`src/include/dcache_config.svh`:
```
/* geometry of the 2-way write-back data cache
   sets, ways and words per line must be powers of two */
`ifndef DCACHE_CONFIG_SVH
`define DCACHE_CONFIG_SVH

// core address and data word
`define DCACHE_ADDR_W 32
`define DCACHE_DATA_W 32

// organization
`define DCACHE_SETS 16
`define DCACHE_WAYS 2
`define DCACHE_LINE_WORDS 4

// byte within word, word within line
`define DCACHE_BYTE_W ($clog2(`DCACHE_DATA_W / 8))
`define DCACHE_WORD_W ($clog2(`DCACHE_LINE_WORDS))

// set index and tag split of the address
`define DCACHE_INDEX_W ($clog2(`DCACHE_SETS))
`define DCACHE_TAG_W (`DCACHE_ADDR_W - `DCACHE_INDEX_W - `DCACHE_WORD_W - `DCACHE_BYTE_W)

// one full line
`define DCACHE_LINE_W (`DCACHE_LINE_WORDS * `DCACHE_DATA_W)

`endif

```
`src/hw/dcache_pkg.sv`:
```
/* shared types of the data cache
   store data is right-aligned in wdata, reads return the whole aligned word */
`default_nettype none

`include "dcache_config.svh"

package dcache_pkg;

  // access size from the core
  typedef enum logic [1:0] {
    SIZE_BYTE = 2'b00,
    SIZE_HALF = 2'b01,
    SIZE_WORD = 2'b10
  } size_e;

  // control FSM states
  typedef enum logic [2:0] {
    ARMED,
    EVICT,
    FILL,
    RESPOND,
    FLUSH_SCAN,
    FLUSH_WRITE
  } ctrl_state_e;

  // line buffer commands, one cycle each
  typedef enum logic [1:0] {
    CMD_NOP,
    CMD_READ_LINE,
    CMD_WRITE_LINE
  } bus_cmd_e;

  // core request, held stable until ack
  typedef struct packed {
    logic                      valid;
    logic                      we;
    size_e                     size;
    logic [`DCACHE_ADDR_W-1:0] addr;
    logic [`DCACHE_DATA_W-1:0] wdata;
  } cpu_req_t;

  typedef struct packed {
    logic                      ack;
    logic [`DCACHE_DATA_W-1:0] rdata;
  } cpu_rsp_t;

  // burst request, addr is line aligned
  typedef struct packed {
    logic                      valid;
    logic                      we;
    logic [`DCACHE_ADDR_W-1:0] addr;
  } mem_req_t;

  typedef struct packed {
    logic                      gnt;
    logic                      rvalid;
    logic                      wready;
    logic [`DCACHE_DATA_W-1:0] rdata;
  } mem_rsp_t;

endpackage

`default_nettype wire

```
`src/hw/dcache_line_buffer.sv`:
```
/* burst engine for line fill and write-back, one line in flight
   beats move only after the grant cycle, words go in order 0 to 3 */
`default_nettype none
`timescale 1ns/100ps

`include "dcache_config.svh"

module dcache_line_buffer (
  input  logic                      clk_i,
  input  logic                      rst_ni,
  input  dcache_pkg::bus_cmd_e      bus_cmd_i,
  input  logic [`DCACHE_ADDR_W-1:0] line_addr_i,
  input  logic [`DCACHE_LINE_W-1:0] evict_line_i,
  output logic [`DCACHE_LINE_W-1:0] fill_line_o,
  output logic                      bus_done_o,
  output dcache_pkg::mem_req_t      mem_req_o,
  input  dcache_pkg::mem_rsp_t      mem_rsp_i,
  output logic [`DCACHE_DATA_W-1:0] mem_wdata_o
);
  import dcache_pkg::*;

  // address phase until grant
  logic                      req_q;
  // data phase until the last beat
  logic                      xfer_q;
  logic                      we_q;
  logic [`DCACHE_ADDR_W-1:0] addr_q;
  logic [`DCACHE_WORD_W-1:0] beat_q;
  logic [`DCACHE_LINE_W-1:0] buf_q;
  logic                      done_q;
  logic                      start;
  logic                      beat;
  logic                      last;

  assign start = (bus_cmd_i != CMD_NOP);
  // a write word is taken on wready, a read word arrives on rvalid
  assign beat  = xfer_q & (we_q ? mem_rsp_i.wready : mem_rsp_i.rvalid);
  assign last  = beat & (beat_q == '1);

  ////////////////////
  // sequencing
  ////////////////////

  always_ff @(posedge clk_i or negedge rst_ni) begin
    if (!rst_ni) begin
      req_q  <= 1'b0;
      xfer_q <= 1'b0;
      we_q   <= 1'b0;
      beat_q <= '0;
      done_q <= 1'b0;
    end else begin
      done_q <= last;
      if (start) begin
        req_q  <= 1'b1;
        we_q   <= (bus_cmd_i == CMD_WRITE_LINE);
        beat_q <= '0;
      end else if (req_q && mem_rsp_i.gnt) begin
        req_q  <= 1'b0;
        xfer_q <= 1'b1;
      end else if (beat) begin
        beat_q <= beat_q + 1'b1;
        if (last) begin
          xfer_q <= 1'b0;
        end
      end
    end
  end

  ////////////////////
  // line shifter
  ////////////////////

  // write words leave at the bottom, read words enter at the top,
  // so after four beats word 0 sits in the low bits either way
  always_ff @(posedge clk_i) begin
    if (start) begin
      addr_q <= line_addr_i;
      buf_q  <= (bus_cmd_i == CMD_WRITE_LINE) ? evict_line_i : '0;
    end else if (beat) begin
      buf_q <= {mem_rsp_i.rdata, buf_q[`DCACHE_LINE_W-1:`DCACHE_DATA_W]};
    end
  end

  assign mem_req_o   = '{valid: req_q, we: we_q, addr: addr_q};
  assign mem_wdata_o = buf_q[`DCACHE_DATA_W-1:0];
  assign fill_line_o = buf_q;
  assign bus_done_o  = done_q;

endmodule

`default_nettype wire

```
`config.mk`:
```
export PLATFORM = sky130hd
export DESIGN_NAME = dcache_line_buffer
export DESIGN_NICKNAME = d
export VERILOG_FILES = /design/src/hw/dcache_pkg.sv /design/src/hw/dcache_line_buffer.sv
export VERILOG_INCLUDE_DIRS = /design/src /design/src/include
export SDC_FILE = /design/constraint.sdc
export NUM_CORES = 1
export LEC_CHECK = 0
export BUFFER_PORTS_ARGS = -buffer_cell sky130_fd_sc_hd__buf_2
export CELL_PAD_IN_SITES_DETAIL_PLACEMENT = 0
export CELL_PAD_IN_SITES_GLOBAL_PLACEMENT = 1
export CORE_ASPECT_RATIO = 0.5
export CORE_MARGIN = 3
export CORE_UTILIZATION = 31
export CTS_CLUSTER_DIAMETER = 200
export DETAILED_ROUTE_END_ITERATION = 12
export HOLD_SLACK_MARGIN = 0.02
export PLACE_DENSITY = 0.82
export SKIP_CTS_REPAIR_TIMING = 1
export SLEW_MARGIN = 5
export SYNTH_ARGS = -nofsm -noshare
export SYNTH_HDL_FRONTEND = slang
export SYNTH_SLANG_ARGS = --single-unit
```
`constraint.sdc`:
```
create_clock -name clk_i -period 4.1 [get_ports clk_i]
set_clock_uncertainty 0.2 [all_clocks]
set_input_delay 1.025 -clock clk_i [delete_from_list [all_inputs] [get_ports clk_i]]
set_output_delay 1.025 -clock clk_i [all_outputs]
set_load 0.1 [all_outputs]
```
==> flow_summary.json, run 1 <==
{
  "fin_util_pct": 44.1,
  "die_h_um": 114,
  "n_fill_cell": 2124,
  "ys_ff_latch": 166,
  "internal_power_mw": 3.24,
  "ios": 394,
  "synthAdderAreaFrac_pct": 0.172,
  "cap_violations": 0,
  "rr_worst_depth": 3,
  "p_seq_share_pct": 37.4,
  "postPlaceCellArea_mm2": 0.00927,
  "power_mw": 5.74,
  "coreArea_mm2": 0.0223,
  "multi_input_comb_area_mm2": 0.00190,
  "drc": 0,
  "htreeDepth": 4,
  "tns_ps": 0,
  "crit_path_max_fanout": 128,
  "wl_um": 21900,
  "r2r_slack_ps": 1800,
  "power_leakage_nw": 4.88,
  "hp-class": "in -> async",
  "syn_area_per_cell_um2": 14.4,
  "area_growth_pct": 35.4,
  "num_vias": 5207,
  "synth_mux_area_share_pct": 17.9,
  "timing.rr.start": "we_q",
  "dieWidth_um": 223,
  "worst-path-buf-inv": 1,
  "grt_pass1_vias": 5390,
  "p_sw_share_pct": 43.6,
  "dieArea_mm2": 0.0254,
  "ir_worst_vdd_mv": 0.371,
  "cpMaxStageDelayCell": "nand2_8",
  "synth_top_area_cell": "edfxtp_1",
  "cts_buffers": 17,
  "rows": 38,
  "fin_area_mm2": 0.00984,
  "rsz0062_at_grt": "no",
  "clk_pin_slew_ps": 70,
  "start_util_pct": 32.5,
  "end_kind": "register",
  "synth_compound_area_share_pct": 0.620,
  "dpl.hpwl_um": 16800,
  "syn_area_mm2": 0.00727,
  "grt_pass1_wl_um": 31600,
  "cts.sink_count": 166,
  "reg2reg_to": "fill_line_o[41]",
  "root_buffer": "clkbuf_16",
  "status": "finished, final reports clean",
  "synth_top_area_share_pct": 66.1,
  "drt_iter0_drc": 315,
  "antenna_found_initial": 3,
  "cts_tree": "done",
  "path_delay_family": "simple AND/OR/NAND/NOR gates",
  "critPathLaunchType": "input pin",
  "grt_start_max_net_pins": 129,
  "hold_viol": 0,
  "place_inst": 1143,
  "slew_headroom_pct": 34.3,
  "routed_via_density": 4.42,
  "crit_chain": "buf_4, nor2_1, nand2_8",
  "min_period_ps": 2850,
  "max_freq_ghz": 0.351,
  "synth_top_family_by_area": "multiplexers",
  "dpl_worst_slack_ps": 829,
  "syn_nets": 706,
  "regArea_mm2": 0.00495,
  "clockBufferDepth": 2,
  "syn_inst": 506,
  "yosys_warnings": 0,
  "fin_nets": 1062,
  "place_congestion": 0.817,
  "worstMarginPinSlew_ps": 986,
  "port_buffers": 393,
  "synth_xor_area_share_pct": 0,
  "cp.arrival_ps": 2580,
  "detail_route.wl_per_cell_um": 18.6,
  "worstSkewPairLatency_ps": 430,
  "ant_nets": 0,
  "p_per_area_mw_per_mm2": 583,
  "combPwrFrac_pct": 35.4,
  "drive_gt1_share_pct": 49.3,
  "yosys-top-cells-area": "edfxtp_1, mux2i_1, nor2_1",
  "synth.distinct_cells": 20,
  "min_period_over_period_pct": 69.4,
  "drv_slew": 0,
  "p_switching_mw": 2.50,
  "seq_area_frac_synth_pct": 68.1,
  "finalHoldWorstSlack_ps": 206,
  "instances_no_fill": 1178,
  "grt_usage_pct": 16.4,
  "cp.required_ps": 3840,
  "grt.overflow.total": 0,
  "clockPowerShare_pct": 27.2,
  "finalSetupViolCount": 0,
  "worstSetupPathType": "in -> reg",
  "dr.pass1.iters": 5,
  "slowest_delay_ps": 650,
  "path_depth": 3,
  "finalWorstSetupSlack_ps": 1250,
  "synthSimpleGateAreaFrac_pct": 7.26
}
==> routing by layer <==
layer / GRT usage (%) / routed length, µm / vias to the layer above
met2: 28.4 / 11400 / 134
met1: 19.9 / 9110 / 2532
li1: - / - / 2510
met4: 6.47 / 489 / 0
met5: 0 / 0 / -
met3: 4.28 / 863 / 31
==> flip-flops by register name, summed over array words and instances (netlist names) <==
name,count
we_q,1
xfer_q,1
beat_q,2
addr_q,32
bus_done_o,1
req_q,1
fill_line_o,128
==> Yosys cell counts, drive strengths merged <==
cell type,count
inv,2
nand4,1
mux2,1
and3,1
ha,1
edfxtp,160
clkbuf,13
a32o,1
a21oi,2
o21ai,3
dfrtp,6
or3b,1
buf,50
mux2i,129
or3,1
a21bo,1
nor2,131
nand2,2
==> cells in the final DEF, fill, tap and decap left out, drive strengths merged <==
cell type    n
buf        400
edfxtp     160
nor2       131
mux2i      129
clkbuf      20
dfrtp        6
clkinv       5
clkinvlp     4
diode        3
o21ai        3
inv          3
a21oi        2
bufinv       2
nand2        2
mux2         1
and3         1
a21bo        1
or3          1
nand4        1
a32o         1
or3b         1
ha           1
==> power by group through the flow <==
stage                     Sequential (mW)  Clock (mW)  Combinational [mW]
after CTS                            2.15        1.59                2.04
after floorplan                      3.33           0               0.518
after global placement               2.18           0                2.04
after global routing                 2.17        1.66                2.08
after detailed placement             2.18           0                2.04
final                                2.15        1.56                2.03
==> worst register-to-register path, stage by stage (launching register included) <==
cell	delay (ps)
dfrtp_1	430
mux2_2	390
nand2_1	170
nand2_8	540
==> how the worst max path moves through the flow <==
stage                       to         start
2_1_floorplan   fill_line_o[0]  bus_cmd_i[1]
4_1_cts        fill_line_o[16]  bus_cmd_i[0]
3_5_place_dp   fill_line_o[10]  bus_cmd_i[0]
6_report       fill_line_o[41]  bus_cmd_i[0]
5_1_grt        fill_line_o[18]  bus_cmd_i[0]
3_3_place_gp   fill_line_o[10]  bus_cmd_i[0]
==> cells by family (layout without fill, tap and decap cells) <==
family | count (synthesis) | count (layout)
AND/OR/NAND/NOR | 137 | 137
multiplexers | 130 | 130
buffers and inverters | 65 | 434
AO/OA/AOI/OAI | 7 | 7
adder cells (fa/ha/maj) | 1 | 1
flip-flops | 166 | 166
other | 0 | 3
==> final cells by class <==
| class | instances | share of cell area (%) |
|---|---|---|
| Sequential cell | 166 | 50.3 |
| Timing Repair Buffer | 400 | 20.6 |
| Multi-Input combinational cell | 275 | 19.3 |
| Clock buffer | 20 | 4.44 |
| Tap cell | 300 | 3.81 |
| Clock inverter | 12 | 1.32 |
| Inverter | 2 | 0.0763 |
| Antenna cell | 3 | 0.0763 |
Power figures use the tool's default switching activity.
==> inputs of run 2 (changes only) <==
==> constraint.sdc (replaced) <==
create_clock -name clk_i -period 2.55 [get_ports clk_i]
set_clock_uncertainty 0.2 [all_clocks]
set_input_delay 0.6375 -clock clk_i [delete_from_list [all_inputs] [get_ports clk_i]]
set_output_delay 0.6375 -clock clk_i [all_outputs]
set_load 0.1 [all_outputs]
==> run 2 against run 1 <==
Against the previous run: worst setup slack lost 880 ps; critical path depth shrank 2; flip-flop and latch count is the same; count of clock-buffer cells in the layout shrank 2; sequential power grew 60%; first-iteration DRC count shrank 8.3%; global-route usage grew 0.35 points; critical path type is now reg -> out.
==> flow_summary.json, run 2 (synthesis results as in run 1) <==
{
  "status": "finished, final reports clean",
  "finalHoldWorstSlack_ps": 183,
  "cts_buffers": 17,
  "path_delay_family": "buffers and inverters",
  "min_period_over_period_pct": 85.4,
  "grt.overflow.total": 0,
  "tns_ps": 0,
  "fin_util_pct": 44.2,
  "dieArea_mm2": 0.0254,
  "min_period_ps": 2180,
  "r2r_slack_ps": 550,
  "ant_nets": 0,
  "detail_route.wl_per_cell_um": 18.9,
  "final_cell_mix": "buf_2, edfxtp_1, nor2_1",
  "critPathLaunchType": "register",
  "hp-class": "in -> reg",
  "worstSetupPathType": "reg -> out",
  "max_freq_ghz": 0.459,
  "worstMarginPinSlew_ps": 661,
  "timing.rr.start": "we_q",
  "finalWorstSetupSlack_ps": 372,
  "crit_chain": "buf_2",
  "cap_violations": 0,
  "grt_pass1_wl_um": 32000,
  "drive_gt1_share_pct": 49.1,
  "hold_viol": 0,
  "die_h_um": 114,
  "wl_um": 22200,
  "p_per_area_mw_per_mm2": 930,
  "instances_no_fill": 1175,
  "dpl.hpwl_um": 17100,
  "postPlaceCellArea_mm2": 0.00931,
  "place_inst": 1143,
  "worstSkewPairLatency_ps": 430,
  "cpMaxStageDelayCell": "buf_2",
  "ios": 394,
  "crit_path_max_fanout": 2,
  "end_kind": "output pin",
  "cts_tree": "done",
  "drc": 0,
  "drt_iter0_drc": 289,
  "cp.required_ps": 1710,
  "layout_commonest_cell": "buf_2",
  "dieWidth_um": 223,
  "fin_area_mm2": 0.00987,
  "crit_path_end": "fill_line_o[53]",
  "slew_headroom_pct": 56.0,
  "htreeDepth": 4,
  "start_util_pct": 32.5,
  "rows": 38,
  "rsz0062_at_grt": "no",
  "reg2reg_to": "fill_line_o[5]",
  "finalSetupViolCount": 0,
  "clk_pin_slew_ps": 60,
  "drv_slew": 0,
  "power_leakage_nw": 4.90,
  "largest_reg_flops": 128,
  "cts.sink_count": 166,
  "clockBufferDepth": 2,
  "path_depth": 1,
  "dpl_worst_slack_ps": 348,
  "area_growth_pct": 35.7,
  "root_buffer": "clkbuf_16",
  "dr.pass1.iters": 4,
  "routed_via_density": 4.41,
  "place_congestion": 0.883,
  "ir_worst_vdd_mv": 0.435,
  "port_buffers": 393,
  "grt_pass1_vias": 5303,
  "crit_start": "fill_line_o[53]",
  "coreArea_mm2": 0.0223,
  "grt_usage_pct": 16.8,
  "slowest_delay_ps": 470,
  "fin_nets": 1063,
  "antenna_found_initial": 3,
  "num_vias": 5181,
  "rr_worst_depth": 4,
  "power_mw": 9.18,
  "worst-path-buf-inv": 1,
  "cp.arrival_ps": 1340,
  "grt_start_max_net_pins": 130
}
## run 2: cell count changes in the layout (fill, tap and decap cells not counted), sizes merged
cell         previous run  this run
clkbuf                 20        18
clkinv                  5         7
clkinvlp                4         3
diode                   3         1
dlygate4sd3             0         1
inv                     3         2
## run 2: worst min path at each step
stage / start / end / slack, ps / cells after the start
6_report: line_addr_i[7] / addr_q[7] / 180 / 1
5_1_grt: line_addr_i[4] / addr_q[4] / 150 / 1
4_1_cts: rst_ni / req_q / -200 / 1
3_5_place_dp: rst_ni / we_q / 270 / 1
3_3_place_gp: rst_ni / req_q / 270 / 1
2_1_floorplan: rst_ni / beat_q[0] / 140 / 0
## run 2: worst reg2reg max path, cell delays in order, from the launching register on
cell and delay (ps):
dfrtp_1 420, mux2_2 270, nand2_1 90, nand2_4 80
buf_4 530
## run 2: power breakdown
part / internal, mW / switching [mW] / total [mW] / leakage (nW)
Clock: 1.41 / 1.04 / 2.45 / 0.260
Combinational: 0.472 / 2.81 / 3.28 / 2.80
Sequential: 3.30 / 0.152 / 3.45 / 1.84
## run 2: per-layer routing
metal	up-vias	GRT usage, %	share of wire, %
met5	-	0	0.094
met4	4	7.61	2.5
met3	36	3.82	4.2
met2	148	28.0	52
met1	2492	21.1	41
li1	2501	-	-
## run 2: final cells by class
class | instances | area (µm²)
fill | 2108 | 12500
multi-input combinational | 275 | 1900
sequential | 166 | 4950
timing repair buffer | 401 | 2090
tap | 300 | 375
antenna | 1 | 2.50
clock buffer | 18 | 429
inverter | 2 | 7.51
clock inverter | 12 | 114
