File: src/include/dcache_config.svh
/* geometry of the 2-way write-back data cache
   sets, ways and words per line must be powers of two */
`ifndef DCACHE_CONFIG_SVH
`define DCACHE_CONFIG_SVH

// core address and data word
`define DCACHE_ADDR_W 32
`define DCACHE_DATA_W 32

// organization
`define DCACHE_SETS 16
`define DCACHE_WAYS 2
`define DCACHE_LINE_WORDS 4

// byte within word, word within line
`define DCACHE_BYTE_W ($clog2(`DCACHE_DATA_W / 8))
`define DCACHE_WORD_W ($clog2(`DCACHE_LINE_WORDS))

// set index and tag split of the address
`define DCACHE_INDEX_W ($clog2(`DCACHE_SETS))
`define DCACHE_TAG_W (`DCACHE_ADDR_W - `DCACHE_INDEX_W - `DCACHE_WORD_W - `DCACHE_BYTE_W)

// one full line
`define DCACHE_LINE_W (`DCACHE_LINE_WORDS * `DCACHE_DATA_W)

`endif

File: src/hw/dcache_pkg.sv
/* shared types of the data cache
   store data is right-aligned in wdata, reads return the whole aligned word */
`default_nettype none

`include "dcache_config.svh"

package dcache_pkg;

  // access size from the core
  typedef enum logic [1:0] {
    SIZE_BYTE = 2'b00,
    SIZE_HALF = 2'b01,
    SIZE_WORD = 2'b10
  } size_e;

  // control FSM states
  typedef enum logic [2:0] {
    ARMED,
    EVICT,
    FILL,
    RESPOND,
    FLUSH_SCAN,
    FLUSH_WRITE
  } ctrl_state_e;

  // line buffer commands, one cycle each
  typedef enum logic [1:0] {
    CMD_NOP,
    CMD_READ_LINE,
    CMD_WRITE_LINE
  } bus_cmd_e;

  // core request, held stable until ack
  typedef struct packed {
    logic                      valid;
    logic                      we;
    size_e                     size;
    logic [`DCACHE_ADDR_W-1:0] addr;
    logic [`DCACHE_DATA_W-1:0] wdata;
  } cpu_req_t;

  typedef struct packed {
    logic                      ack;
    logic [`DCACHE_DATA_W-1:0] rdata;
  } cpu_rsp_t;

  // burst request, addr is line aligned
  typedef struct packed {
    logic                      valid;
    logic                      we;
    logic [`DCACHE_ADDR_W-1:0] addr;
  } mem_req_t;

  typedef struct packed {
    logic                      gnt;
    logic                      rvalid;
    logic                      wready;
    logic [`DCACHE_DATA_W-1:0] rdata;
  } mem_rsp_t;

endpackage

`default_nettype wire

File: src/hw/dcache_ctrl.sv
/* control FSM of the data cache: lookup, eviction, fill, flush and acknowledge
   a hit is acked in its first cycle, a miss ends with one ack cycle in RESPOND */
`default_nettype none
`timescale 1ns/100ps

`include "dcache_config.svh"

module dcache_ctrl (
  input  logic                    clk_i,
  input  logic                    rst_ni,
  input  dcache_pkg::cpu_req_t    cpu_req_i,
  output logic                    ack_o,
  input  logic                    flush_i,
  output logic                    flush_rdy_o,
  input  logic                    hit_i,
  input  logic                    victim_dirty_i,
  input  logic                    any_dirty_i,
  input  logic                    bus_done_i,
  output dcache_pkg::bus_cmd_e    bus_cmd_o,
  output dcache_pkg::ctrl_state_e state_o,
  output logic                    tag_we_o,
  output logic                    clean_we_o,
  output logic                    fill_we_o,
  output logic                    store_we_o
);
  import dcache_pkg::*;

  ctrl_state_e state_q;
  ctrl_state_e state_d;
  bus_cmd_e    bus_cmd_q;
  bus_cmd_e    bus_cmd_d;
  logic        flush_pend_q;
  logic        flush_rdy_q;
  logic        lookup_hit;
  logic        flush_go;

  // hit on a live request in the lookup state
  assign lookup_hit = (state_q == ARMED) & cpu_req_i.valid & hit_i;
  assign flush_go   = flush_i | flush_pend_q;

  ////////////////////
  // next state
  ////////////////////

  always_comb begin
    state_d   = state_q;
    bus_cmd_d = CMD_NOP;
    case (state_q)
      ARMED: begin
        // a pending request goes first, the flush waits for an idle core
        if (cpu_req_i.valid && !hit_i) begin
          if (victim_dirty_i) begin
            state_d   = EVICT;
            bus_cmd_d = CMD_WRITE_LINE;
          end else begin
            state_d   = FILL;
            bus_cmd_d = CMD_READ_LINE;
          end
        end else if (!cpu_req_i.valid && flush_go) begin
          state_d = FLUSH_SCAN;
        end
      end
      EVICT: begin
        // victim is out, fetch the new line
        if (bus_done_i) begin
          state_d   = FILL;
          bus_cmd_d = CMD_READ_LINE;
        end
      end
      FILL: begin
        if (bus_done_i) begin
          state_d = RESPOND;
        end
      end
      RESPOND: begin
        state_d = ARMED;
      end
      FLUSH_SCAN: begin
        if (any_dirty_i) begin
          state_d   = FLUSH_WRITE;
          bus_cmd_d = CMD_WRITE_LINE;
        end else begin
          state_d = ARMED;
        end
      end
      FLUSH_WRITE: begin
        // dirty bit clears on this edge, rescan afterwards
        if (bus_done_i) begin
          state_d = FLUSH_SCAN;
        end
      end
      default: begin
        state_d = ARMED;
      end
    endcase
  end

  ////////////////////
  // registers
  ////////////////////

  always_ff @(posedge clk_i or negedge rst_ni) begin
    if (!rst_ni) begin
      state_q      <= ARMED;
      bus_cmd_q    <= CMD_NOP;
      flush_pend_q <= 1'b0;
      flush_rdy_q  <= 1'b1;
    end else begin
      state_q   <= state_d;
      bus_cmd_q <= bus_cmd_d;
      // keep the flush until the scan starts
      if (state_q == ARMED && state_d == FLUSH_SCAN) begin
        flush_pend_q <= 1'b0;
      end else if (flush_i) begin
        flush_pend_q <= 1'b1;
      end
      // ready drops right after the request, rises once nothing is dirty
      if (flush_i) begin
        flush_rdy_q <= 1'b0;
      end else if (state_q == FLUSH_SCAN && !any_dirty_i) begin
        flush_rdy_q <= 1'b1;
      end
    end
  end

  // write strobes, one cycle each
  assign store_we_o  = lookup_hit & cpu_req_i.we;
  assign tag_we_o    = (state_q == FILL) & bus_done_i;
  assign fill_we_o   = (state_q == FILL) & bus_done_i;
  assign clean_we_o  = (state_q == FLUSH_WRITE) & bus_done_i;

  assign ack_o       = lookup_hit | (state_q == RESPOND);
  assign flush_rdy_o = flush_rdy_q;
  assign bus_cmd_o   = bus_cmd_q;
  assign state_o     = state_q;

endmodule

`default_nettype wire

File: config.mk
export PLATFORM = sky130hd
export DESIGN_NAME = dcache_ctrl
export DESIGN_NICKNAME = d
export VERILOG_FILES = /design/src/hw/dcache_pkg.sv /design/src/hw/dcache_ctrl.sv
export VERILOG_INCLUDE_DIRS = /design/src /design/src/include
export SDC_FILE = /design/constraint.sdc
export NUM_CORES = 1
export LEC_CHECK = 0
export BUFFER_PORTS_ARGS = -buffer_cell sky130_fd_sc_hd__buf_4
export CAP_MARGIN = 20
export CORE_MARGIN = 4
export CORE_UTILIZATION = 23
export CTS_CLUSTER_SIZE = 16
export DETAILED_ROUTE_END_ITERATION = 10
export GPL_TIMING_DRIVEN = 0
export PLACE_DENSITY = 0.76
export SYNTH_ARGS = -nofsm -noshare
export SYNTH_HDL_FRONTEND = slang
export SYNTH_SLANG_ARGS = --single-unit
export TNS_END_PERCENT = 30
File: constraint.sdc
create_clock -name clk_i -period 2.1 [get_ports clk_i]
set_input_delay 0.21 -clock clk_i [delete_from_list [all_inputs] [get_ports clk_i]]
set_output_delay 0.21 -clock clk_i [all_outputs]
set_load 0.02 [all_outputs]
==> results.sh, run 1 <==
export IMPL_fin_setup_tns_ns=0
export IMPL_finalSetupViolCount=0
export IMPL_pint_mw=0.443
export IMPL_cp_required_ns=1.89
export IMPL_placer_congestion_estimate=0.764
export IMPL_async_reset_ff_share_pct=100
export IMPL_slew_limit_headroom_pct=73.6
export IMPL_route_antenna_remaining_nets=0
export IMPL_ctsRootBufferMaster="clkbuf_4"
export IMPL_hold_viol=0
export IMPL_die_area_um2=2470
export IMPL_die_height_um=49.7
export IMPL_track_usage_pct=10.7
export IMPL_buffer_ports_inserted=19
export IMPL_clock_fmax_ghz=0.558
export IMPL_worst_r2r_cell_count=4
export IMPL_combPwrFrac_pct=55.1
export IMPL_flow_area_growth_from_synthesis_pct=49.8
export IMPL_critPathCaptureType="output port"
export IMPL_startpoint_class="flop"
export IMPL_worst_r2r_startpoint="state_o[1]"
export IMPL_layout_cells_sized_above_1_pct=47.0
export IMPL_clock_skew_final_ns=0.00115
export IMPL_power_switching_mw=0.304
export IMPL_drc_markers=0
export IMPL_yosys_top_cells_area="dfrtp_1 (38%), dfstp_2 (6.6%), a21oi_1 (6.3%)"
export IMPL_swShare_pct=40.7
export IMPL_yosys_register_bits=7
export IMPL_via_per_inst=4.80
export IMPL_design_power_total_mw=0.747
export IMPL_io_pins=86
export IMPL_drt_first_pass_iters=2
export IMPL_number_of_drc_markers_after_the_initial_detailed_route_iteration=6
export IMPL_reg2reg_slack_ns=0.52
export IMPL_source_of_the_critical_timing_path="state_o[1]"
export IMPL_via_count_of_the_first_global_routing_pass=420
export IMPL_worst_slew_pin_transition_ns=0.396
export IMPL_core_region_area_um2=1580
export IMPL_total_cts_buffers=3
export IMPL_synth_enable_flop_cells=0
export IMPL_layout_min_cycle_time_ns=1.79
export IMPL_critical_path_class="reg2out"
export IMPL_regToRegEndpoint="bus_cmd_o[0]"
export IMPL_first_pass_grt_wire_length_mm=1.93
export IMPL_htree_levels=1
export IMPL_starting_density_of_the_core_pct=25.3
export IMPL_grt_setup_unrepaired="false"
export IMPL_post_synth_top_area_fraction_pct=37.6
export IMPL_holdWs_ns=0.0802
export IMPL_max_clock_path_buffers=2
export IMPL_worst_endpoint_arrival_ns=1.58
export IMPL_grt_max_degree=11
export IMPL_row_count=14
export IMPL_synthesis_instances=42
export IMPL_power_ir_vdd_worst_v=0.000270
export IMPL_hp_class="in2reg"
export IMPL_final_max_slew_viol_count=0
export IMPL_drt_wirelength_per_cell_um=13.2
export IMPL_path_max_fanout=10
export IMPL_maxcap_viol_count=0
export IMPL_share_clk_of_total_power_pct=16.8
export IMPL_clock_latency_ns=0.25
export IMPL_dr_total_vias=394
export IMPL_capturing_instance_or_port_of_the_critical_path="store_we_o"
export IMPL_dp_hpwl_um=835
export IMPL_post_synth_cell_area_avg_um2=9.50
export IMPL_antenna_cells=0
export IMPL_yosys_top_cells_count="dfrtp_1 (6), nor2_1 (6), a21oi_1 (5)"
export IMPL_cts_reportedPaths_clkPinSlew_ns=0.05
export IMPL_synth_lib_cells_used_distinct=23
export IMPL_nets=142
export IMPL_power_density_cell_area_nw_per_um2=1250
export IMPL_ctsResizeCount=0
export IMPL_grt_overflow_total=0
export IMPL_outcome="finished clean"
export IMPL_drt_wl_total_mm=1.08
export IMPL_syn_num_nets=117
export IMPL_synth_area_um2=399
export IMPL_sequentialPowerShare_pct=28.1
export IMPL_grt_antenna_before_repair=0
export IMPL_clock_sinks=7
export IMPL_timing_final_crit_share_pct=85.4
export IMPL_die_width_um=49.7
export IMPL_synth_top_flop_cell="dfrtp_1"
export IMPL_power_leakage_nw=0.291
export IMPL_yosysTopAreaCell="dfrtp_1"
export IMPL_ys_seq_area_share_pct=44.2
export IMPL_tritoncts_clock_tree="yes"
export IMPL_synth_warning_count=0
-- power by group through the flow --
stage | Clock (mW) | Sequential (mW) | Combinational, mW
2_1_floorplan | 0 | 0.256 | 0.221
6_report | 0.126 | 0.210 | 0.412
4_1_cts | 0.136 | 0.211 | 0.415
5_1_grt | 0.138 | 0.215 | 0.451
3_3_place_gp | 0 | 0.209 | 0.402
3_5_place_dp | 0 | 0.214 | 0.410
-- kinds of logic after synthesis --
kind of cell	share of synthesized area, %
compound gates	17.2
simple gates	27.3
buf+inv	8.46
mux	2.82
flops	44.2
-- what timing repair did --
item                                   CTS  global route
endpoints found under the hold margin    7             0
hold buffers                             1             0
setup buffers                            0             0
-- metal layers --
layer | track usage [%] | vias up | routed length (um)
met4 | 8.29 | 0 | 29
met5 | 0 | - | 0
met1 | 11.5 | 179 | 418
met2 | 16.5 | 15 | 539
li1 | - | 196 | -
met3 | 4.52 | 4 | 91
-- layout make-up --
type	instances	area, um2
inverter	1	3.75
buffer	4	30.0
fill	176	978
tap	16	20.0
timing repair buffer	20	153
clock buffer	4	26.3
sequential	7	176
multi-input combinational	30	189
-- state kept, by name, indices dropped and copies added, names as in the netlist --
| register | cells |
|---|---|
| state_o | 3 |
| bus_cmd_o | 2 |
| flush_rdy_o | 1 |
| flush_pend_q | 1 |
-- worst min-delay path by stage --
stage          startpoint  cells past startpoint  slack, ns           end
2_1_floorplan      rst_ni                      0      -0.09  bus_cmd_o[0]
3_3_place_gp       rst_ni                      1       0.02  bus_cmd_o[0]
3_5_place_dp       rst_ni                      1       0.03    state_o[1]
4_1_cts           flush_i                      2       0.07   flush_rdy_o
5_1_grt           flush_i                      2       0.08   flush_rdy_o
6_report          flush_i                      2       0.08   flush_rdy_o
-- cells in the final DEF, fill, tap and decap left out, drive strengths merged --
cell         synthesis  layout
nor2                 6       6
a211o                1       1
dlygate4sd3          0       1
nor3                 1       1
a21oi                5       5
nor3b                2       2
clkbuf               1       5
o21ai                2       2
nand3b               1       1
dfstp                1       1
nand2                4       4
a22o                 1       1
buf                  3      22
nand3                1       1
o31ai                1       1
mux2                 1       1
inv                  1       1
dfrtp                6       6
or3                  1       1
or4                  1       1
nand2b               1       1
or4b                 1       1
-- through the flow --
step / util, % / std cells / area (um2) / setup slack, ns
after floorplan: - / 42 / 399 / 0.354
after global placement: 35.6 / 77 / 562 / 0.544
after CTS: 37.9 / 82 / 598 / 0.289
after detailed placement: 35.6 / 77 / 562 / 0.532
after global routing: 37.9 / 82 / 598 / 0.221
final: 37.9 / 82 / 598 / 0.306
-- worst max-delay path, cell delays in order (launching register included) --
cell and delay [ns]:
dfrtp_1 0.38, buf_6 0.14, or4b_4 0.54, nor2_1 0.12, buf_4 0.14
(Power assumes the default switching activity.)
==> inputs of run 2 (changes only) <==
--- a/config.mk
+++ b/config.mk
@@ -8,7 +8,6 @@
 export LEC_CHECK = 0
 export BUFFER_PORTS_ARGS = -buffer_cell sky130_fd_sc_hd__buf_4
 export CAP_MARGIN = 20
-export CORE_MARGIN = 4
 export CORE_UTILIZATION = 23
 export CTS_CLUSTER_SIZE = 16
 export DETAILED_ROUTE_END_ITERATION = 10
==> run 2 against run 1 <==
Against the previous run:
- the flow now finishes with violations (design-rule violations)
- global-route usage up 0.85 points
- register-to-register slack about the same
- clock skew about the same
- routed wire length down 13%
- non-clock buffer count unchanged
- setup slack better by 0.0039 ns
==> results.sh, run 2 (synthesized netlist as in run 1, its figures left out) <==
export IMPL_outcome="finished with violations"
export IMPL_violations="design-rule violations"
export IMPL_route_antenna_remaining_nets=0
export IMPL_via_count_of_the_first_global_routing_pass=353
export IMPL_startpoint_class="flop"
export IMPL_die_area_um2=1910
export IMPL_starting_density_of_the_core_pct=25.6
export IMPL_drt_wl_total_um=942
export IMPL_cp_required_ns=1.89
export IMPL_max_clock_path_buffers=2
export IMPL_dpl_worst_slack_ns=0.531
export IMPL_worst_case_setup_margin_in_the_final_layout_ns=0.310
export IMPL_via_per_inst=4.68
export IMPL_worst_r2r_cell_count=4
export IMPL_clock_fmax_ghz=0.559
export IMPL_clock_skew_final_ns=0.00131
export IMPL_drt_wirelength_per_cell_um=11.5
export IMPL_layout_min_cycle_time_ns=1.79
export IMPL_grt_max_degree=11
export IMPL_nets=142
export IMPL_worst_slew_pin_transition_ns=0.379
export IMPL_layout_cells_most_common_list="buf_4 (21), nor2_1 (6), dfrtp_1 (6), a21oi_1 (5), nand2_1 (4)"
export IMPL_hold_viol=0
export IMPL_worst_hold_path_stage_count=2
export IMPL_number_of_drc_markers_after_the_initial_detailed_route_iteration=10
export IMPL_core_region_area_um2=1560
export IMPL_critical_path_class="reg2out"
export IMPL_layout_cells_sized_above_1_pct=47.0
export IMPL_htree_levels=1
export IMPL_tritoncts_clock_tree="yes"
export IMPL_power_density_cell_area_nw_per_um2=1240
export IMPL_finalSetupViolCount=0
export IMPL_row_count=14
export IMPL_grt_overflow_total=0
export IMPL_maxcap_viol_count=0
export IMPL_total_cts_buffers=3
export IMPL_critPathCaptureType="output port"
export IMPL_die_height_um=43.7
export IMPL_holdWs_ns=0.0681
export IMPL_first_pass_grt_wire_length_mm=1.46
export IMPL_hold_buffers=1
export IMPL_dp_hpwl_um=712
export IMPL_ctsResizeCount=0
export IMPL_placer_congestion_estimate=0.717
export IMPL_postLayoutCoreUtil_pct=38.4
export IMPL_grt_antenna_before_repair=0
export IMPL_buffer_ports_inserted=19
export IMPL_post_cts_setup_buffer_count=0
export IMPL_layout_commonest_cell="buf_4"
export IMPL_slew_limit_headroom_pct=74.7
export IMPL_grt_setup_unrepaired="false"
export IMPL_dr_total_vias=384
export IMPL_timing_final_crit_share_pct=85.2
export IMPL_drc_markers=2
export IMPL_cts_reportedPaths_clkPinSlew_ns=0.05
export IMPL_antenna_cells=0
export IMPL_power_ir_vdd_worst_v=0.000526
export IMPL_fin_setup_tns_ns=0
export IMPL_ctsRootBufferMaster="clkbuf_4"
export IMPL_clock_sinks=7
export IMPL_drt_first_pass_iters=7
export IMPL_worst_endpoint_arrival_ns=1.58
export IMPL_path_max_fanout=10
export IMPL_track_usage_pct=11.6
export IMPL_die_width_um=43.7
export IMPL_final_max_slew_viol_count=0
export IMPL_reg2reg_slack_ns=0.52
export IMPL_flip_flop_count_of_the_largest_register_after_layout=3
export IMPL_flow_area_growth_from_synthesis_pct=49.8
export IMPL_power_leakage_nw=0.291
export IMPL_io_pins=86
export IMPL_clock_latency_ns=0.26
export IMPL_hp_class="in2reg"
==> run 2: cell counts in the layout (fill, tap and decap cells not counted) <==
Identical to the previous run, type by type.
==> run 2: path summary, 6_finish.rpt <==
kind / startpoint / end
worst max-delay path: state_o[1] / store_we_o
worst min-delay path: flush_i / flush_rdy_o
worst max register to register: state_o[1] / bus_cmd_o[0]
worst min register to register: flush_pend_q / flush_pend_q
max in group asynchronous: rst_ni / flush_rdy_o
min in group asynchronous: rst_ni / flush_pend_q
==> run 2: metrics by stage <==
stage | cell area, um2 | power (mW) | cells
global route | 598 | 0.789 | 82
global placement | 562 | 0.606 | 77
detailed placement | 562 | 0.615 | 77
finish | 598 | 0.739 | 82
CTS | 598 | 0.750 | 82
floorplan | 399 | 0.477 | 42
==> run 2: cell type report <==
| class | count | area [um2] |
|---|---|---|
| timing repair buffer | 20 | 153 |
| fill | 170 | 961 |
| inverter | 1 | 3.75 |
| sequential | 7 | 176 |
| tap | 16 | 20.0 |
| buffer | 4 | 30.0 |
| clock buffer | 4 | 26.3 |
| multi-input combinational | 30 | 189 |
==> run 2: metal layers <==
metal  GRT usage (%)  routed length [um]
met1            10.6                 354
met2            17.9                 462
met3            10.0                 109
met4            5.63                  16
met5               0                   0
==> run 2: where the power goes <==
group / switching [mW] / internal, mW
Combinational: 0.221 / 0.186
Sequential: 0.0222 / 0.185
Clock: 0.0532 / 0.0727
Total: 0.296 / 0.443
==> run 2: worst max-delay path: stages (launching register included) <==
cell     delay, ns
dfrtp_1       0.38
buf_6         0.14
or4b_4        0.54
nor2_1        0.11
buf_4         0.14
==> inputs of run 3 (changes only) <==
--- a/config.mk
+++ b/config.mk
@@ -8,11 +8,13 @@
 export LEC_CHECK = 0
 export BUFFER_PORTS_ARGS = -buffer_cell sky130_fd_sc_hd__buf_4
 export CAP_MARGIN = 20
-export CORE_UTILIZATION = 23
+export CELL_PAD_IN_SITES_DETAIL_PLACEMENT = 1
+export CELL_PAD_IN_SITES_GLOBAL_PLACEMENT = 1
+export CORE_UTILIZATION = 12
 export CTS_CLUSTER_SIZE = 16
 export DETAILED_ROUTE_END_ITERATION = 10
 export GPL_TIMING_DRIVEN = 0
-export PLACE_DENSITY = 0.76
+export PLACE_DENSITY = 0.72
 export SYNTH_ARGS = -nofsm -noshare
 export SYNTH_HDL_FRONTEND = slang
 export SYNTH_SLANG_ARGS = --single-unit
==> run 3 against run 2 <==
Against the previous run:
- the flow now finishes without violations
- final cell count is 34% higher
- hold slack better by 0.019 ns
- setup slack worse by 0.031 ns
- sequential share of layout area is 1.6 points lower
- maximum frequency is 1.7% lower
- critical endpoint unchanged
- largest cell class unchanged
- largest power group unchanged
==> results.sh, run 3 (synthesized netlist as in run 1, its figures left out) <==
export IMPL_antenna_cells=0
export IMPL_power_leakage_nw=0.291
export IMPL_critPathCaptureType="output port"
export IMPL_grt_setup_unrepaired="false"
export IMPL_number_of_drc_markers_after_the_initial_detailed_route_iteration=21
export IMPL_clock_fmax_ghz=0.549
export IMPL_worst_path_max_delay_cell="or4b_4"
export IMPL_first_pass_grt_wire_length_mm=1.90
export IMPL_cp_required_ns=1.89
export IMPL_critPathMaxStageDelay_ns=0.56
export IMPL_hp_class="in2reg"
export IMPL_ctsRootBufferMaster="clkbuf_4"
export IMPL_layout_min_cycle_time_ns=1.82
export IMPL_die_width_um=59.7
export IMPL_io_pins=86
export IMPL_starting_density_of_the_core_pct=12.9
export IMPL_grt_antenna_before_repair=0
export IMPL_drt_first_pass_iters=2
export IMPL_maxcap_viol_count=0
export IMPL_cts_reportedPaths_clkPinSlew_ns=0.06
export IMPL_dp_hpwl_um=936
export IMPL_track_usage_pct=7.68
export IMPL_die_height_um=59.7
export IMPL_startpoint_class="flop"
export IMPL_core_region_area_um2=3100
export IMPL_placer_congestion_estimate=0.790
export IMPL_power_ir_vdd_worst_v=0.000166
export IMPL_timing_final_crit_share_pct=86.7
export IMPL_slew_limit_headroom_pct=73.6
export IMPL_worst_slew_pin_transition_ns=0.392
export IMPL_wirelength_met1_um=662
export IMPL_final_max_slew_viol_count=0
export IMPL_critical_path_top_delay_family="simple AND/OR/NAND/NOR gates"
export IMPL_flip_flop_count_of_the_largest_register_after_layout=3
export IMPL_fin_setup_tns_ns=0
export IMPL_row_count=20
export IMPL_buffer_ports_inserted=19
export IMPL_via_per_inst=3.56
export IMPL_die_area_um2=3560
export IMPL_highest_signal_layer="met4"
export IMPL_drc_markers=0
export IMPL_hold_viol=0
export IMPL_total_cts_buffers=3
export IMPL_placedCellCount=105
export IMPL_layout_cells_most_common_list="buf_4 (21), nor2_1 (6), dfrtp_1 (6), a21oi_1 (5), nand2_1 (4)"
export IMPL_power_density_cell_area_nw_per_um2=1190
export IMPL_worst_endpoint_arrival_ns=1.61
export IMPL_holdWs_ns=0.0874
export IMPL_layout_cells_sized_above_1_pct=47.0
export IMPL_cp_buffers_inverters=2
export IMPL_outcome="finished clean"
export IMPL_path_cells="buf_6 > or4b_4 > nor2_1 > buf_4"
export IMPL_layout_commonest_cell="buf_4"
export IMPL_critical_path_class="reg2out"
export IMPL_design_power_total_mw=0.751
export IMPL_routed_wl_met2_um=428
export IMPL_flow_area_growth_from_synthesis_pct=58.6
export IMPL_instances_no_fill=110
export IMPL_via_count_of_the_first_global_routing_pass=393
export IMPL_reg2reg_slack_ns=0.47
export IMPL_clock_sinks=7
export IMPL_clock_skew_final_ns=0.00513
export IMPL_max_clock_path_buffers=2
export IMPL_postLayoutCoreUtil_pct=20.4
export IMPL_grt_overflow_total=0
export IMPL_finalSetupViolCount=0
export IMPL_htree_levels=1
export IMPL_grt_max_degree=11
export IMPL_ctsResizeCount=0
export IMPL_clock_latency_ns=0.25
export IMPL_wl_met3_um=73
export IMPL_tritoncts_clock_tree="yes"
export IMPL_drt_wl_total_mm=1.19
export IMPL_path_max_fanout=10
export IMPL_dr_total_vias=392
export IMPL_drt_wirelength_per_cell_um=10.8
export IMPL_num_fill_cells=397
export IMPL_route_antenna_remaining_nets=0
export IMPL_nets=142
run 3: cell counts in the layout (fill, tap and decap cells not counted):
No cell type changed its count.
run 3: layout make-up:
class / instances / area, um2 / share of cell area, %
Buffer: 4 / 30.0 / 4.74
Clock buffer: 4 / 26.3 / 4.15
Inverter: 1 / 3.75 / 0.593
Multi-Input combinational cell: 30 / 189 / 29.8
Sequential cell: 7 / 176 / 27.9
Tap cell: 44 / 55.1 / 8.70
Timing Repair Buffer: 20 / 153 / 24.1
run 3: repair_timing:
| action | 4_1_cts | 5_1_grt |
|---|---|---|
| endpoints found under the setup margin | 0 | 0 |
| endpoints found under the hold margin | 7 | 0 |
| setup buffers | 0 | 0 |
| hold buffers | 1 | 0 |
run 3: metal layers:
layer,GRT usage [%],up-vias
met5,0,-
met4,6.98,0
met3,1.30,2
met2,8.73,19
met1,11.6,177
li1,-,194
run 3: power breakdown:
part / total (mW) / leakage [nW] / internal, mW / switching (mW)
Sequential: 0.212 / 0.0866 / 0.185 / 0.0277
Combinational: 0.417 / 0.189 / 0.186 / 0.231
Clock: 0.122 / 0.0150 / 0.0725 / 0.0496
run 3: stage by stage:
| stage | worst slack, ns | area (um2) |
|---|---|---|
| finish | 0.279 | 633 |
| global placement | 0.501 | 597 |
| global route | 0.143 | 633 |
| floorplan | 0.354 | 399 |
| detailed placement | 0.489 | 597 |
| CTS | 0.270 | 633 |
run 3: path summary, 6_finish.rpt:
check | start | end | cells past startpoint
worst min-delay path | flush_i | flush_rdy_o | 2
max in group asynchronous | rst_ni | flush_rdy_o | 2
worst min register to register | flush_rdy_o | flush_rdy_o | 2
min in group asynchronous | rst_ni | state_o[0] | 2
worst max-delay path | state_o[1] | store_we_o | 4
worst max register to register | state_o[1] | bus_cmd_o[0] | 4
